===== config.mk =====
export PLATFORM = sky130hd
export DESIGN_NAME = cpu_axi_bridge
export DESIGN_NICKNAME = d
export VERILOG_FILES = /design/src/common/axi_bridge_pkg.sv /design/src/hdl/req_arbiter.sv /design/src/write_issuer/write_issuer.sv /design/src/hdl/read_issuer.sv /design/src/hdl/resp_collector.sv /design/src/hdl/cpu_axi_bridge.sv
export VERILOG_INCLUDE_DIRS = /design/src /design/src/common
export SDC_FILE = /design/constraint.sdc
export NUM_CORES = 1
export LEC_CHECK = 0
export BUFFER_PORTS_ARGS = -buffer_cell sky130_fd_sc_hd__buf_2
export CAP_MARGIN = 10
export CORE_AREA = 2 2 150 152
export CTS_CLUSTER_DIAMETER = 120
export CTS_CLUSTER_SIZE = 40
export DETAILED_ROUTE_END_ITERATION = 6
export DIE_AREA = 0 0 152 154
export PLACE_DENSITY_LB_ADDON = 0.3
export SETUP_SLACK_MARGIN = 0.1
export SKIP_CTS_REPAIR_TIMING = 1
export SLEW_MARGIN = 15
export SYNTH_ARGS = -nofsm -noshare
export SYNTH_HDL_FRONTEND = slang
export SYNTH_SLANG_ARGS = --single-unit

===== constraint.sdc =====
create_clock -name clk -period 4.77 [get_ports clk]
set_input_delay 0.2385 -clock clk [delete_from_list [all_inputs] [get_ports clk]]
set_output_delay 0.2385 -clock clk [all_outputs]
set_load 0.02 [all_outputs]

===== src/common/axi_bridge_macros.svh =====
`ifndef AXI_BRIDGE_MACROS_SVH
`define AXI_BRIDGE_MACROS_SVH

// ~~~~~~~~~~~~~~~~~~~~~~~~~~~~~~~~~~~~~~
// Bus widths
// ~~~~~~~~~~~~~~~~~~~~~~~~~~~~~~~~~~~~~~
`define AXI_ADDR_W 32
`define AXI_DATA_W 32
`define AXI_STRB_W 4

// ~~~~~~~~~~~~~~~~~~~~~~~~~~~~~~~~~~~~~~
// Transaction IDs
// ~~~~~~~~~~~~~~~~~~~~~~~~~~~~~~~~~~~~~~
`define AXI_ID_W 4

// Instruction fetches.
`define AXI_ID_INST 0
// Loads and stores.
`define AXI_ID_DATA 1

`endif


===== src/common/axi_bridge_pkg.sv =====
package axi_bridge_pkg;

    // ~~~~~~~~~~~~~~~~~~~~~~~~~~~~~~~~~~~~~~
    // Request kinds
    // ~~~~~~~~~~~~~~~~~~~~~~~~~~~~~~~~~~~~~~
    typedef enum logic [1:0] {
        KIND_INST_RD = 2'd0,
        KIND_DATA_RD = 2'd1,
        KIND_DATA_WR = 2'd2
    } req_kind_e;

    // ~~~~~~~~~~~~~~~~~~~~~~~~~~~~~~~~~~~~~~
    // FSM states
    // ~~~~~~~~~~~~~~~~~~~~~~~~~~~~~~~~~~~~~~
    typedef enum logic {
        ARB_IDLE = 1'b0,
        ARB_WAIT = 1'b1
    } arb_state_e;

    typedef enum logic [1:0] {
        WR_IDLE    = 2'd0,
        WR_BUSY    = 2'd1,
        WR_AW_DONE = 2'd2,  // AW accepted, W still pending.
        WR_W_DONE  = 2'd3   // W accepted, AW still pending.
    } write_state_e;

    typedef enum logic {
        RD_IDLE = 1'b0,
        RD_BUSY = 1'b1
    } read_state_e;

endpackage


===== src/hdl/req_arbiter.sv =====
`include "axi_bridge_macros.svh"

module req_arbiter (
    input  logic                          clk,
    input  logic                          resetn,

    input  logic                          inst_req,
    input  logic [`AXI_ADDR_W-1:0]        inst_addr,
    input  logic [1:0]                    inst_size,
    output logic                          inst_addr_ok,

    input  logic                          data_req,
    input  logic                          data_wr,
    input  logic [`AXI_ADDR_W-1:0]        data_addr,
    input  logic [1:0]                    data_size,
    input  logic [`AXI_DATA_W-1:0]        data_wdata,
    input  logic [`AXI_STRB_W-1:0]        data_wstrb,
    output logic                          data_addr_ok,

    input  logic                          done,

    output logic                          rd_start,
    output logic                          wr_start,
    output axi_bridge_pkg::req_kind_e     kind,
    output logic [`AXI_ADDR_W-1:0]        addr,
    output logic [1:0]                    size,
    output logic [`AXI_DATA_W-1:0]        wdata,
    output logic [`AXI_STRB_W-1:0]        wstrb
);
    import axi_bridge_pkg::*;

    arb_state_e state;

    logic inst_acc;
    logic data_acc;

    // Data port has priority.
    assign data_addr_ok = state == ARB_IDLE;
    assign inst_addr_ok = state == ARB_IDLE && !data_req;

    assign data_acc = data_req && data_addr_ok;
    assign inst_acc = inst_req && inst_addr_ok;

    assign rd_start = inst_acc || (data_acc && !data_wr);
    assign wr_start = data_acc && data_wr;

    always_ff @(posedge clk) begin
        if (!resetn) begin
            state <= ARB_IDLE;
        end else if (state == ARB_IDLE) begin
            if (data_acc || inst_acc) begin
                state <= ARB_WAIT;
            end
        end else if (done) begin
            state <= ARB_IDLE;  // Response seen, ready for the next one.
        end
    end

    // Held until done.
    always_ff @(posedge clk) begin
        if (data_acc) begin
            kind  <= data_wr ? KIND_DATA_WR : KIND_DATA_RD;
            addr  <= data_addr;
            size  <= data_size;
            wdata <= data_wdata;
            wstrb <= data_wstrb;
        end else if (inst_acc) begin
            kind  <= KIND_INST_RD;
            addr  <= inst_addr;
            size  <= inst_size;
        end
    end

endmodule


===== src/write_issuer/write_issuer.sv =====
`include "axi_bridge_macros.svh"

module write_issuer (
    input  logic                   clk,
    input  logic                   resetn,

    input  logic                   wr_start,
    input  logic [`AXI_ADDR_W-1:0] addr,
    input  logic [1:0]             size,
    input  logic [`AXI_DATA_W-1:0] wdata,
    input  logic [`AXI_STRB_W-1:0] wstrb,

    output logic [`AXI_ID_W-1:0]   awid,
    output logic [`AXI_ADDR_W-1:0] awaddr,
    output logic [7:0]             awlen,
    output logic [2:0]             awsize,
    output logic [1:0]             awburst,
    output logic [1:0]             awlock,
    output logic [3:0]             awcache,
    output logic [2:0]             awprot,
    output logic                   awvalid,
    input  logic                   awready,

    output logic [`AXI_ID_W-1:0]   wid,
    output logic [`AXI_DATA_W-1:0] wdata_o,
    output logic [`AXI_STRB_W-1:0] wstrb_o,
    output logic                   wlast,
    output logic                   wvalid,
    input  logic                   wready
);
    import axi_bridge_pkg::*;

    localparam logic [`AXI_ID_W-1:0] ID_DATA = `AXI_ID_DATA;

    write_state_e state;
    write_state_e state_nxt;

    logic aw_fire;
    logic w_fire;

    // ~~~~~~~~~~~~~~~~~~~~~~~~~~~~~~~~~~~~~~
    // Fixed single-beat attributes
    // ~~~~~~~~~~~~~~~~~~~~~~~~~~~~~~~~~~~~~~
    assign awid    = ID_DATA;
    assign awlen   = 8'd0;          // One beat.
    assign awburst = 2'b01;         // INCR.
    assign awlock  = 2'b00;
    assign awcache = 4'b0000;
    assign awprot  = 3'b000;
    assign wid     = ID_DATA;
    assign wlast   = 1'b1;

    // Payload is held stable by the arbiter.
    assign awaddr  = addr;
    assign awsize  = {1'b0, size};
    assign wdata_o = wdata;
    assign wstrb_o = wstrb;

    assign awvalid = state == WR_BUSY || state == WR_W_DONE;
    assign wvalid  = state == WR_BUSY || state == WR_AW_DONE;

    assign aw_fire = awvalid && awready;
    assign w_fire  = wvalid && wready;

    always_ff @(posedge clk) begin
        if (!resetn) begin
            state <= WR_IDLE;
        end else begin
            state <= state_nxt;
        end
    end

    always_comb begin
        state_nxt = state;
        case (state)
            WR_IDLE: begin
                if (wr_start) begin
                    state_nxt = WR_BUSY;
                end
            end
            WR_BUSY: begin
                if (aw_fire && w_fire) begin
                    state_nxt = WR_IDLE;
                end else if (aw_fire) begin
                    state_nxt = WR_AW_DONE;
                end else if (w_fire) begin
                    state_nxt = WR_W_DONE;
                end
            end
            WR_AW_DONE: begin
                if (w_fire) begin
                    state_nxt = WR_IDLE;
                end
            end
            WR_W_DONE: begin
                if (aw_fire) begin
                    state_nxt = WR_IDLE;
                end
            end
            default: state_nxt = WR_IDLE;
        endcase
    end

endmodule


===== src/hdl/read_issuer.sv =====
`include "axi_bridge_macros.svh"

module read_issuer (
    input  logic                      clk,
    input  logic                      resetn,

    input  logic                      rd_start,
    input  axi_bridge_pkg::req_kind_e kind,
    input  logic [`AXI_ADDR_W-1:0]    addr,
    input  logic [1:0]                size,

    output logic [`AXI_ID_W-1:0]      arid,
    output logic [`AXI_ADDR_W-1:0]    araddr,
    output logic [7:0]                arlen,
    output logic [2:0]                arsize,
    output logic [1:0]                arburst,
    output logic [1:0]                arlock,
    output logic [3:0]                arcache,
    output logic [2:0]                arprot,
    output logic                      arvalid,
    input  logic                      arready
);
    import axi_bridge_pkg::*;

    localparam logic [`AXI_ID_W-1:0] ID_INST = `AXI_ID_INST;
    localparam logic [`AXI_ID_W-1:0] ID_DATA = `AXI_ID_DATA;

    read_state_e state;

    assign arid    = (kind == KIND_INST_RD) ? ID_INST : ID_DATA;
    assign araddr  = addr;
    assign arsize  = {1'b0, size};
    assign arlen   = 8'd0;
    assign arburst = 2'b01;  // INCR.
    assign arlock  = 2'b00;
    assign arcache = 4'b0000;
    assign arprot  = 3'b000;

    assign arvalid = state == RD_BUSY;

    always_ff @(posedge clk) begin
        if (!resetn) begin
            state <= RD_IDLE;
        end else begin
            case (state)
                RD_IDLE: if (rd_start) state <= RD_BUSY;
                RD_BUSY: if (arready) state <= RD_IDLE;  // Address taken.
                default: state <= RD_IDLE;
            endcase
        end
    end

endmodule


===== src/hdl/resp_collector.sv =====
`include "axi_bridge_macros.svh"

module resp_collector (
    input  logic                   clk,
    input  logic                   resetn,

    input  logic [`AXI_ID_W-1:0]   rid,
    input  logic [`AXI_DATA_W-1:0] rdata,
    input  logic [1:0]             rresp,
    input  logic                   rlast,
    input  logic                   rvalid,
    output logic                   rready,

    input  logic [`AXI_ID_W-1:0]   bid,
    input  logic [1:0]             bresp,
    input  logic                   bvalid,
    output logic                   bready,

    output logic                   inst_data_ok,
    output logic [`AXI_DATA_W-1:0] inst_rdata,
    output logic                   data_data_ok,
    output logic [`AXI_DATA_W-1:0] data_rdata,

    output logic                   done
);
    localparam logic [`AXI_ID_W-1:0] ID_INST = `AXI_ID_INST;
    localparam logic [`AXI_ID_W-1:0] ID_DATA = `AXI_ID_DATA;

    logic r_fire;
    logic b_fire;
    logic r_inst;

    // Only one transaction is ever in flight.
    assign rready = 1'b1;
    assign bready = 1'b1;

    assign r_fire = rvalid && rready && rlast;
    assign b_fire = bvalid && bready && bid == ID_DATA;
    assign r_inst = rid == ID_INST;

    assign done = r_fire || b_fire;  // Frees the arbiter in the handshake cycle.

    always_ff @(posedge clk) begin
        if (!resetn) begin
            inst_data_ok <= 1'b0;
            data_data_ok <= 1'b0;
        end else begin
            inst_data_ok <= r_fire && r_inst;
            data_data_ok <= (r_fire && !r_inst) || b_fire;
        end
    end

    // Read data registers.
    always_ff @(posedge clk) begin
        if (r_fire && r_inst) begin
            inst_rdata <= rdata;
        end
        if (r_fire && !r_inst) begin
            data_rdata <= rdata;
        end
    end

endmodule


===== src/hdl/cpu_axi_bridge.sv =====
`include "axi_bridge_macros.svh"

module cpu_axi_bridge (
    input  logic                   clk,
    input  logic                   resetn,

    // ~~~~~~~~~~~~~~~~~~~~~~~~~~~~~~~~~~~~~~
    // CPU instruction port
    // ~~~~~~~~~~~~~~~~~~~~~~~~~~~~~~~~~~~~~~
    input  logic                   inst_req,
    input  logic [`AXI_ADDR_W-1:0] inst_addr,
    input  logic [1:0]             inst_size,
    output logic                   inst_addr_ok,
    output logic                   inst_data_ok,
    output logic [`AXI_DATA_W-1:0] inst_rdata,

    // ~~~~~~~~~~~~~~~~~~~~~~~~~~~~~~~~~~~~~~
    // CPU data port
    // ~~~~~~~~~~~~~~~~~~~~~~~~~~~~~~~~~~~~~~
    input  logic                   data_req,
    input  logic                   data_wr,
    input  logic [`AXI_ADDR_W-1:0] data_addr,
    input  logic [1:0]             data_size,
    input  logic [`AXI_DATA_W-1:0] data_wdata,
    input  logic [`AXI_STRB_W-1:0] data_wstrb,
    output logic                   data_addr_ok,
    output logic                   data_data_ok,
    output logic [`AXI_DATA_W-1:0] data_rdata,

    // ~~~~~~~~~~~~~~~~~~~~~~~~~~~~~~~~~~~~~~
    // AXI3 master
    // ~~~~~~~~~~~~~~~~~~~~~~~~~~~~~~~~~~~~~~
    output logic [`AXI_ID_W-1:0]   arid,
    output logic [`AXI_ADDR_W-1:0] araddr,
    output logic [7:0]             arlen,
    output logic [2:0]             arsize,
    output logic [1:0]             arburst,
    output logic [1:0]             arlock,
    output logic [3:0]             arcache,
    output logic [2:0]             arprot,
    output logic                   arvalid,
    input  logic                   arready,

    input  logic [`AXI_ID_W-1:0]   rid,
    input  logic [`AXI_DATA_W-1:0] rdata,
    input  logic [1:0]             rresp,
    input  logic                   rlast,
    input  logic                   rvalid,
    output logic                   rready,

    output logic [`AXI_ID_W-1:0]   awid,
    output logic [`AXI_ADDR_W-1:0] awaddr,
    output logic [7:0]             awlen,
    output logic [2:0]             awsize,
    output logic [1:0]             awburst,
    output logic [1:0]             awlock,
    output logic [3:0]             awcache,
    output logic [2:0]             awprot,
    output logic                   awvalid,
    input  logic                   awready,

    output logic [`AXI_ID_W-1:0]   wid,
    output logic [`AXI_DATA_W-1:0] wdata,
    output logic [`AXI_STRB_W-1:0] wstrb,
    output logic                   wlast,
    output logic                   wvalid,
    input  logic                   wready,

    input  logic [`AXI_ID_W-1:0]   bid,
    input  logic [1:0]             bresp,
    input  logic                   bvalid,
    output logic                   bready
);
    import axi_bridge_pkg::*;

    logic                   rd_start;
    logic                   wr_start;
    logic                   done;
    req_kind_e              req_kind;
    logic [`AXI_ADDR_W-1:0] req_addr;
    logic [1:0]             req_size;
    logic [`AXI_DATA_W-1:0] req_wdata;
    logic [`AXI_STRB_W-1:0] req_wstrb;

    req_arbiter req_arbiter_i (
        .clk, .resetn,
        .inst_req, .inst_addr, .inst_size, .inst_addr_ok,
        .data_req, .data_wr, .data_addr, .data_size, .data_wdata, .data_wstrb,
        .data_addr_ok, .done, .rd_start, .wr_start,
        .kind (req_kind), .addr (req_addr), .size (req_size),
        .wdata (req_wdata), .wstrb (req_wstrb)
    );

    read_issuer read_issuer_i (
        .clk, .resetn, .rd_start,
        .kind (req_kind), .addr (req_addr), .size (req_size),
        .arid, .araddr, .arlen, .arsize, .arburst, .arlock, .arcache, .arprot,
        .arvalid, .arready
    );

    write_issuer write_issuer_i (
        .clk, .resetn, .wr_start,
        .addr (req_addr), .size (req_size), .wdata (req_wdata), .wstrb (req_wstrb),
        .awid, .awaddr, .awlen, .awsize, .awburst, .awlock, .awcache, .awprot,
        .awvalid, .awready,
        .wid, .wdata_o (wdata), .wstrb_o (wstrb), .wlast, .wvalid, .wready
    );

    resp_collector resp_collector_i (
        .clk, .resetn,
        .rid, .rdata, .rresp, .rlast, .rvalid, .rready,
        .bid, .bresp, .bvalid, .bready,
        .inst_data_ok, .inst_rdata, .data_data_ok, .data_rdata, .done
    );

endmodule


# After elaboration in Yosys (flattened, before gate mapping)
# Cells that the tools add are included.
[word_totals] inputBits=159 output_inout_bits=230 reg_bits=142
[classes] n_eq_ne=8 reduce_logical=26 muxes=21 n_bitwise=2
[op_table] cell="$mux 32" count=2
[op_table] cell="$mux 2" count=11
[op_table] cell="$logic_and 1x1->1" count=12
[op_table] cell="$pmux 2 s4" count=1
[op_table] cell="$logic_or 1x1->1" count=6
[op_table] cell="$mux 1" count=6
[op_table] cell="$eq 2x2->1 const B" count=2
[op_table] cell="$eq 4x1->1 const B" count=1
[op_table] cell="$logic_not 2->1" count=2
[op_table] cell="$logic_not 4->1" count=1
[op_table] cell="$ne 2x1->1 const B" count=2
[op_table] cell="$ne 4x2->1 const B" count=1
[op_table] cell="$reduce_and 4->1" count=1
[op_table] cell="$logic_not 1->1" count=3
[op_table] cell="$eq 2x1->1 const B" count=1
[op_table] cell="$ne 2x2->1 const B" count=1
[op_table] cell="$not 1->1" count=2
[op_table] cell="$pmux 1 s2" count=1
[op_table] cell="$reduce_bool 2->1" count=1

# Longest topological paths before layout
# Gate-level depths: netlist (run 1).
[depth] depth_word=7 ltp_mapped=6 ltp_nobuf=6

# Modules after synthesis
# Synthesis (run 1) repeated with hierarchy kept, for this count alone.
[hier_totals] cells_unflattened=395 hier_area_um2=6353.6
[modules_own_cells] module="req_arbiter" cells_each=125 seq_area_each_um2=2182.1 area_each_um2=2815.2 instances=1
[modules_own_cells] module="resp_collector" cells_each=80 seq_area_each_um2=1961.9 area_each_um2=2072.0 instances=1
[modules_own_cells] module="write_issuer" cells_each=126 seq_area_each_um2=40.0 area_each_um2=973.4 instances=1
[modules_own_cells] module="read_issuer" cells_each=64 seq_area_each_um2=20.0 area_each_um2=493.0 instances=1

# Worst setup path before layout (run 1)
# Ideal clock, no wire load.
[synth_timing] path_type="input to register" start="input rid[1]" end="register resp_collector_i.inst_rdata[0] (enable)" t_arrival_ns=2.161 path_stages=2 n_path_buf=0 slack_ns=2.188 setup_ns=0.421 path_cell_list="or4_4 -> nor2_1"
[synth_between] elab_chain_cells=2
[synth_lines] item="from (decl)" line="cpu_axi_bridge.sv:44" text="input logic [`AXI_ID_W-1:0] rid,"
[synth_lines] item="$logic_not 4->1" line="resp_collector.sv:39" text="assign r_inst = rid == ID_INST;"
[synth_lines] item="$logic_and 1x1->1" line="resp_collector.sv:55" text="if (r_fire && r_inst) begin"
[synth_lines] item="to (signal assigned)" line="resp_collector.sv:56" text="inst_rdata <= rdata;"
[synth_lines] item="to (decl)" line="resp_collector.sv:20" text="output logic [`AXI_DATA_W-1:0] inst_rdata,"
# No other way between the ends.
# A chain may end at the register's enable or synchronous reset.

# Worst setup path after layout (run 1)
[layout_timing] start="register write_issuer_i.state[1]" end="output awvalid"
[layout_between] elab_chain_cells=2
[layout_lines] item="from (decl)" line="write_issuer.sv:35" text="write_state_e state;"
[layout_lines] item="from (signal assigned)" line="write_issuer.sv:69" text="state <= state_nxt;"
[layout_lines] item="$eq 2x1->1 or $eq 2x2->1 (tied branches)" line="write_issuer.sv:59" text="assign awvalid = state == WR_BUSY || state == WR_W_DONE;"
[layout_lines] item="$logic_or 1x1->1 *" line="write_issuer.sv:59"
[layout_lines] item="to (decl)" line="cpu_axi_bridge.sv:59" text="output logic awvalid,"
# Mark *: on every way between the ends. The rest lies on a longest branch, timed or not.

==> results of run 1 <==
[cell type report]
type / count / area, sq um
Inverter: 7 / 26.28
Clock buffer: 17 / 425.4
Sequential cell: 142 / 4204
Clock inverter: 15 / 148.9
Fill cell: 2159 / 13450
Tap cell: 280 / 350.3
Timing Repair Buffer: 386 / 2205
Multi-Input combinational cell: 194 / 880.8
[routing by layer]
| metal | track usage (%) | share of wire, % |
|---|---|---|
| met5 | 0 | 0.088 |
| met4 | 3.827 | 1.1 |
| met3 | 3.241 | 6.8 |
| met2 | 22.39 | 55 |
| met1 | 13.00 | 37 |
[per-stage QoR]
stage          area (sq um)  std cells
2_1_floorplan          5794        437
3_3_place_gp           7136        956
3_5_place_dp           7136        956
4_1_cts                7710        988
5_1_grt                8240       1041
6_report               8240       1041
[worst min path at each step]
stage,depth (start not counted),end,slack [ps]
after global placement,1,req_arbiter_i.wdata[24],420
after global routing,1,req_arbiter_i.wdata[20],2
after detailed placement,1,req_arbiter_i.wdata[12],420
after CTS,1,req_arbiter_i.wdata[12],-30
after floorplan,0,req_arbiter_i.wdata[0],340
final,1,resp_collector_i.inst_rdata[4],20
[cells in the final DEF, fill, tap and decap left out, drive strengths merged]
cell         synthesis  routed
ha                   5       5
clkinv               0       4
conb                 2      54
dlygate4sd3          0      53
nor2                 4       4
edfxtp             136     136
clkinvlp             0       1
a211o                1       1
nand3                2       2
nand4b               1       1
a211oi               1       1
mux2i                1       1
dfxtp                6       6
or2                  2       2
or4                  1       1
nor4b                1       1
clkbuf               0      17
nor2b                3       3
nand3b               1       1
nor3                 1       1
o21ai                2       2
buf                 94     333
bufinv               0       1
inv                  7      16
a221oi               1       1
nand2              108     108
a21oi                4       4
nand2b               1       1
[power groups by stage]
stage,Clock [mW],Combinational [mW],Sequential (mW)
after detailed placement,0,0.486,1.53
after floorplan,0,0.255,1.62
after global placement,0,0.485,1.52
after global routing,1.40,0.556,1.51
final,1.29,0.515,1.50
after CTS,1.35,0.487,1.50
[worst reg2reg max path, stage by stage, from the launching register on]
cell and delay [ps]:
dfxtp_1 350, inv_2 70, nand2_1 70, inv_2 50
buf_4 600
[logic make-up after synthesis]
group / after synthesis / synth area share [%]
buffers and inverters: 101 / 12.80
other: 2 / 0.1341
flip-flops: 142 / 75.08
adder cells (fa/ha/maj): 5 / 1.117
AND/OR/NAND/NOR: 125 / 9.631
multiplexers: 1 / 0.1788
AO/OA/AOI/OAI: 9 / 1.050
[sequential cells by signal (all words and copies together) (netlist names)]
signal                         cells
req_arbiter_i.kind                 2
resp_collector_i.data_rdata       32
req_arbiter_i.state                1
resp_collector_i.inst_rdata       32
write_issuer_i.state               2
req_arbiter_i.wstrb                4
resp_collector_i.inst_data_ok      1
read_issuer_i.arvalid              1
resp_collector_i.data_data_ok      1
req_arbiter_i.addr                32
req_arbiter_i.size                 2
req_arbiter_i.wdata               32
==> results.json, run 1 <==
{
  "worst_setup_path_end_kind": "output port",
  "yosysWarnings": 0,
  "dr.pass1.iters": 4,
  "grt_usage_pct": 11.93,
  "core_sq_um": 21690,
  "cts.sinks": 142,
  "synth_ff_type": "edfxtp_1",
  "tns_ps": 0,
  "power_frac_seq_pct": 45.3,
  "ioPinCount": 389,
  "antenna_found_initial": 1,
  "crit_required_ps": 4530,
  "start_util_pct": 25.82,
  "path_cells": "inv_1, ha_1, or2_1, buf_2",
  "min_period_ps": 1720,
  "die-height_microns": 154,
  "cts_tree": "yes",
  "ys_ff_latch": 142,
  "yosysMostFrequentCell": "edfxtp_1",
  "powerDensity_nw_per_um2": 401.1,
  "numPortBuffers": 330,
  "combPwrFrac_pct": 15.6,
  "cp.arrival_ps": 1480,
  "synth_cell_type_count": 30,
  "grt_pass1_wl_microns": 21090,
  "drc": 0,
  "cts_root_buffer": "clkbuf_16",
  "r2r_end": "req_arbiter_i.wdata[5]",
  "leakage_nw": 3.795,
  "swShare_pct": 27.87,
  "outcome": "finished, final reports clean",
  "cap_violations": 0,
  "startpoint_type": "flop",
  "critPathTopFamily": "flip-flops",
  "fin_ws_ps": 3050,
  "whs_ps": 19.66,
  "critPathMaxFanout": 4,
  "fmax_mhz": 581.5,
  "startpoint": "write_issuer_i.state[1]",
  "gp_congestion": 0.7702,
  "rrSetupSlack_ps": 3170,
  "timing.reg2reg.worst_path_depth": 4,
  "ys_top_cells_by_count": "edfxtp_1, nand2_1, buf_4, buf_2, dfxtp_1",
  "fin_util_pct": 37.99,
  "ctsLongestPathBuffers": 2,
  "timing.rr.start": "req_arbiter_i.state",
  "clk_latency_ps": 410,
  "die_area_sq_um": 23410,
  "drive_gt1_share_pct": 49.01,
  "cp.depth": 4,
  "peakVddDrop_mv": 0.2456,
  "min_path_type": "primary input to flop",
  "num_rows": 54,
  "critPathBufInv": 2,
  "ant_nets": 0,
  "grt_max_degree": 71,
  "worst_slew_pin_slew_ps": 1051,
  "critical_path_class": "flop to output port",
  "slew_headroom_pct": 29.77,
  "critPathSlowestCell": "dfxtp_1",
  "via_count": 3964,
  "hold_violations": 0,
  "syn_area_per_cell_sq_um": 14.54,
  "clkSlewWorstSetupHoldPaths_ps": 70,
  "ys_seq_area_share_pct": 75.08,
  "synthArstFlopShare_pct": 0,
  "antenna_cells": 0,
  "dp_hpwl_microns": 10880,
  "drtIter0Drc": 179,
  "cts_buffers": 17,
  "fin_crit_sh_pct": 36.05,
  "power_mw": 3.305,
  "grt_pass1_vias": 3619,
  "setup.worst_path.end": "awvalid",
  "wl_microns": 14770,
  "slowest_delay_ps": 380,
  "netlist_instances": 385,
  "internal_power_mw": 2.384,
  "synth_top_cell_by_area": "edfxtp_1",
  "routedWlPerCell_microns": 14.19,
  "syn_to_final_growth_pct": 47.17,
  "rsz0062_at_grt": "false",
  "post-place-ws_ps": 2588,
  "htree_levels": 4,
  "min_from": "rdata[4]",
  "fin_worst_skew_ps": 12.57,
  "die_x_microns": 152,
  "num-nets-final": 912,
  "grt.overflow.total": 0,
  "slew_violations": 0,
  "p_sw_mw": 0.9212,
  "clkPwrFrac_pct": 39.1,
  "vias_per_cell": 3.808,
  "ys_top_cells_by_area": "edfxtp_1, buf_4, nand2_1",
  "syn_area_sq_um": 5599,
  "setup_viol": 0,
  "synth_top_area_share_pct": 72.94,
  "synth_edf_count": 136
}
Power figures use the tool's default switching activity.
==> inputs of run 2 (changes only) <==
Settings changed: ABC_AREA set to 1.
Clock period 4.77 ns to 1.61 ns, I/O delays scaled along.
==> results.json, run 2 <==
{
  "drtIter0Drc": 303,
  "grt_pass1_vias": 3607,
  "start_util_pct": 25.91,
  "drc": 0,
  "synth_ff_type": "edfxtp_1",
  "grt_max_degree": 60,
  "placed_area_sq_um": 7211,
  "synth_top_cell_by_area": "edfxtp_1",
  "wl_microns": 16480,
  "fin_crit_sh_pct": 89.89,
  "startpoint_type": "flop",
  "min_path_type": "primary input to flop",
  "timing.reg2reg.worst_path_depth": 6,
  "rrSetupSlack_ps": 320,
  "ys_ff_latch": 142,
  "gp_congestion": 0.7828,
  "rsz0062_at_grt": "false",
  "ant_nets": 0,
  "r2r_end": "req_arbiter_i.addr[29]",
  "htree_levels": 4,
  "antenna_found_initial": 0,
  "leakage_nw": 4.234,
  "synth_cell_type_count": 20,
  "ys_top_cells_by_count": "edfxtp_1, nand2_1, buf_4, nor2_1, inv_1",
  "syn_to_final_growth_pct": 64.35,
  "critPathBufInv": 2,
  "drive_gt1_share_pct": 43.78,
  "critPathSlowestCell": "dfxtp_4",
  "hold_depth": 3,
  "yosysWarnings": 0,
  "num-nets-final": 1019,
  "vias_per_cell": 3.866,
  "final_cell_area_sq_um": 9235,
  "cts.sinks": 142,
  "powerDensity_nw_per_um2": 1115,
  "yosysMostFrequentCell": "edfxtp_1",
  "peakVddDrop_mv": 0.5885,
  "syn_area_per_cell_sq_um": 13.98,
  "die_x_microns": 152,
  "antenna_cells": 0,
  "hold_violations": 1,
  "num_rows": 54,
  "worst_setup_path_end_kind": "output port",
  "syn_area_sq_um": 5619,
  "ioPinCount": 389,
  "path_cells": "inv_4, ha_4, or2_4, buf_6",
  "setup_viol": 0,
  "cp.arrival_ps": 1370,
  "grt_pass1_wl_microns": 21140,
  "clk_latency_ps": 420,
  "cts_buffers": 17,
  "cts_root_buffer": "clkbuf_16",
  "dp_hpwl_microns": 11180,
  "whs_ps": -16.89,
  "synth_edf_count": 136,
  "critical_path_class": "flop to output port",
  "slowest_delay_ps": 370,
  "via_count": 4438,
  "ys_top_cells_by_area": "edfxtp_1, buf_4, nand2_1",
  "netlist_instances": 402,
  "dr.pass1.iters": 5,
  "critPathMaxFanout": 4,
  "grt.overflow.total": 0,
  "ctsLongestPathBuffers": 2,
  "cap_violations": 0,
  "ys_seq_area_share_pct": 74.82,
  "min_period_ps": 1447,
  "crit_required_ps": 1530,
  "cp.depth": 4,
  "critPathTopFamily": "flip-flops",
  "failed_checks": "negative hold slack",
  "fin_worst_skew_ps": 12.13,
  "final_cell_mix": "buf_2, dlygate4sd3_1, edfxtp_1, nand2_1, conb_1",
  "clkSlewWorstSetupHoldPaths_ps": 60,
  "synthArstFlopShare_pct": 0,
  "cts_tree": "yes",
  "finalNonFillerCells": 1148,
  "numPortBuffers": 330,
  "fmax_mhz": 691.0,
  "routedWlPerCell_microns": 14.36,
  "holdPathEnd": "resp_collector_i.data_data_ok",
  "min_from": "bvalid",
  "die_area_sq_um": 23410,
  "placed_cells": 976,
  "die-height_microns": 154,
  "fin_util_pct": 42.58,
  "timing.rr.start": "req_arbiter_i.state",
  "outcome": "finished with violations",
  "grt_usage_pct": 12.13,
  "synth_top_area_share_pct": 72.68,
  "slew_violations": 0,
  "core_sq_um": 21690,
  "mostFrequentLayoutCell": "buf_2"
}
run 2: cell types whose count changed after synthesis, sizes merged, moves of 2 or more:
cell   previous run  this run
nand3             2         4
nor2b             3         0
nand2           108       119
nor2              4        12
inv               7        13
run 2: tightest hold or removal path: stages:
cell and delay (ps):
buf_2 100, nand4_1 100, a21oi_1 70
run 2: metrics by stage:
stage	worst slack, ps	TNS, ps	power [mW]	hold WS, ps
after CTS	-90.54	-90.54	10.10	-187.3
after global placement	300.8	0	6.136	257.9
after detailed placement	273.6	0	6.155	259.4
after floorplan	106.0	0	5.700	179.4
after global routing	99.43	0	10.78	0.1993
final	162.7	0	10.30	-16.89
run 2: report_power, final:
group	switching, mW	internal (mW)	leakage (nW)
Clock	1.70	2.20	0.280
Combinational	1.16	0.767	2.62
Sequential	0.114	4.36	1.34
run 2: cell type report:
type	count	area, sq um
inverter	13	51.30
tap	280	350.3
multi-input combinational	204	868.3
sequential	142	4212
clock buffer	17	425.4
fill	2039	12450
timing repair buffer	477	3162
clock inverter	15	166.4
run 2: kinds of logic after synthesis:
group	Yosys count	synth area share, %
and+or+nand+nor	139	9.708
AOI/OAI and AO/OA	6	0.5342
buffers and inverters	108	13.69
DFF	142	74.82
other	2	0.1337
adders and majority gates	5	1.113
run 2: worst max-delay path by stage:
stage                                 start                              to  slack [ps]
floorplan                            rid[3]  resp_collector_i.inst_rdata[0]         110
global placement        req_arbiter_i.state          req_arbiter_i.addr[29]         300
detailed placement      req_arbiter_i.state          req_arbiter_i.addr[29]         270
CTS                 write_issuer_i.state[1]                         awvalid         -90
global route        write_issuer_i.state[1]                         awvalid         100
finish              write_issuer_i.state[1]                         awvalid         160
run 2: routing by layer:
layer  GRT usage [%]  routed length (microns)  up-vias
met5               0                        0        -
met4           4.406                      196        0
met3           3.326                     1058       13
met2           21.43                     8853      240
met1           14.14                     6374     2062
li1                -                        -     2123
==> inputs of run 3 (changes only) <==
Settings changed: BUFFER_PORTS_ARGS -buffer_cell sky130_fd_sc_hd__buf_2 to -buffer_cell sky130_fd_sc_hd__buf_4.
==> results.json, run 3 (synthesis results as in run 2) <==
{
  "slew_violations": 0,
  "crit_required_ps": 1530,
  "cts_root_buffer": "clkbuf_16",
  "vias_per_cell": 3.816,
  "cp.arrival_ps": 1430,
  "placed_area_sq_um": 8036,
  "cap_violations": 0,
  "setup_viol": 0,
  "rsz0062_at_grt": "true",
  "cts_buffers": 17,
  "timing.rr.start": "req_arbiter_i.state",
  "peakVddDrop_mv": 0.5623,
  "hold_depth": 4,
  "cts_tree": "yes",
  "grt_max_degree": 59,
  "min_period_ps": 1508,
  "final_cell_area_sq_um": 10050,
  "timing.reg2reg.worst_path_depth": 6,
  "min_from": "bid[2]",
  "startpoint": "write_issuer_i.state[1]",
  "final_cell_mix": "buf_4, dlygate4sd3_1, edfxtp_1, nand2_1, conb_1",
  "drc": 0,
  "worst_setup_path_end_kind": "output port",
  "num_rows": 54,
  "htree_levels": 4,
  "wl_microns": 16940,
  "tns_ps": 0,
  "leakage_nw": 4.510,
  "num-nets-final": 1019,
  "syn_to_final_growth_pct": 78.87,
  "numPortBuffers": 330,
  "die_x_microns": 152,
  "drtIter0Drc": 235,
  "failed_checks": "negative hold slack",
  "rrSetupSlack_ps": 280,
  "fmax_mhz": 663.2,
  "whs_ps": -23.09,
  "holdPathEnd": "resp_collector_i.data_data_ok",
  "drive_gt1_share_pct": 44.01,
  "core_sq_um": 21690,
  "r2r_end": "read_issuer_i.arvalid",
  "start_util_pct": 25.91,
  "grt_pass1_wl_microns": 21810,
  "ioPinCount": 389,
  "critical_path_class": "flop to output port",
  "startpoint_type": "flop",
  "min_path_type": "primary input to flop",
  "mostFrequentLayoutCell": "buf_4",
  "die-height_microns": 154,
  "clkSlewWorstSetupHoldPaths_ps": 70,
  "outcome": "finished with violations",
  "antenna_cells": 0,
  "gp_congestion": 0.7842,
  "die_area_sq_um": 23410,
  "grt_pass1_vias": 3571,
  "dp_hpwl_microns": 11570,
  "ctsLongestPathBuffers": 2,
  "fin_crit_sh_pct": 93.65,
  "ant_nets": 0,
  "fin_worst_skew_ps": 10.24,
  "post-place-ws_ps": 239.9,
  "critPathMaxFanout": 4,
  "grt.overflow.total": 0,
  "fin_ws_ps": 102.3,
  "antenna_found_initial": 0,
  "cts.sinks": 142,
  "grt_usage_pct": 12.52,
  "powerDensity_nw_per_um2": 1051,
  "clk_latency_ps": 410,
  "via_count": 4381,
  "dr.pass1.iters": 4,
  "nFillCells": 1989,
  "routedWlPerCell_microns": 14.75,
  "hold_violations": 1
}
-- run 3: worst max-delay path: stages, from the launching register on --
cell and delay, ps:
dfxtp_2 350, inv_2 70, ha_4 170, or2_2 300, buf_6 140
-- run 3: routing by layer --
layer,track usage [%],up-vias,routed length (microns)
li1,-,2120,-
met3,3.298,11,1210
met5,0,-,0
met4,5.474,0,245
met1,14.51,2021,6420
met2,21.86,229,9061
-- run 3: worst max path at each step --
stage / cells after the start / to / slack (ps)
2_1_floorplan: 3 / resp_collector_i.inst_rdata[0] / 110
6_report: 4 / awvalid / 100
5_1_grt: 4 / awvalid / 60
3_3_place_gp: 6 / read_issuer_i.arvalid / 260
3_5_place_dp: 6 / read_issuer_i.arvalid / 240
4_1_cts: 4 / awvalid / -60
-- run 3: per-stage QoR --
step / power (mW) / instances / util (%)
floorplan: 5.700 / 454 / -
global placement: 6.446 / 976 / 37.05
detailed placement: 6.459 / 976 / 37.05
CTS: 10.39 / 1008 / 39.78
global route: 11.05 / 1148 / 46.34
finish: 10.56 / 1148 / 46.34
-- run 3: cell type report --
class                           count  area (sq um)  area share [%]
Tap cell                          280         350.3           3.486
Multi-Input combinational cell    204         868.3           8.639
Clock buffer                       17         425.4           4.233
Clock inverter                     15         166.4           1.656
Sequential cell                   142          4207           41.85
Timing Repair Buffer              477          3985           39.65
Inverter                           13         48.80          0.4855
-- run 3: report_power, final --
part           switching [mW]  total (mW)  internal [mW]
clock                    1.78        3.87           2.09
sequential              0.122        4.48           4.36
combinational            1.17        2.21           1.04
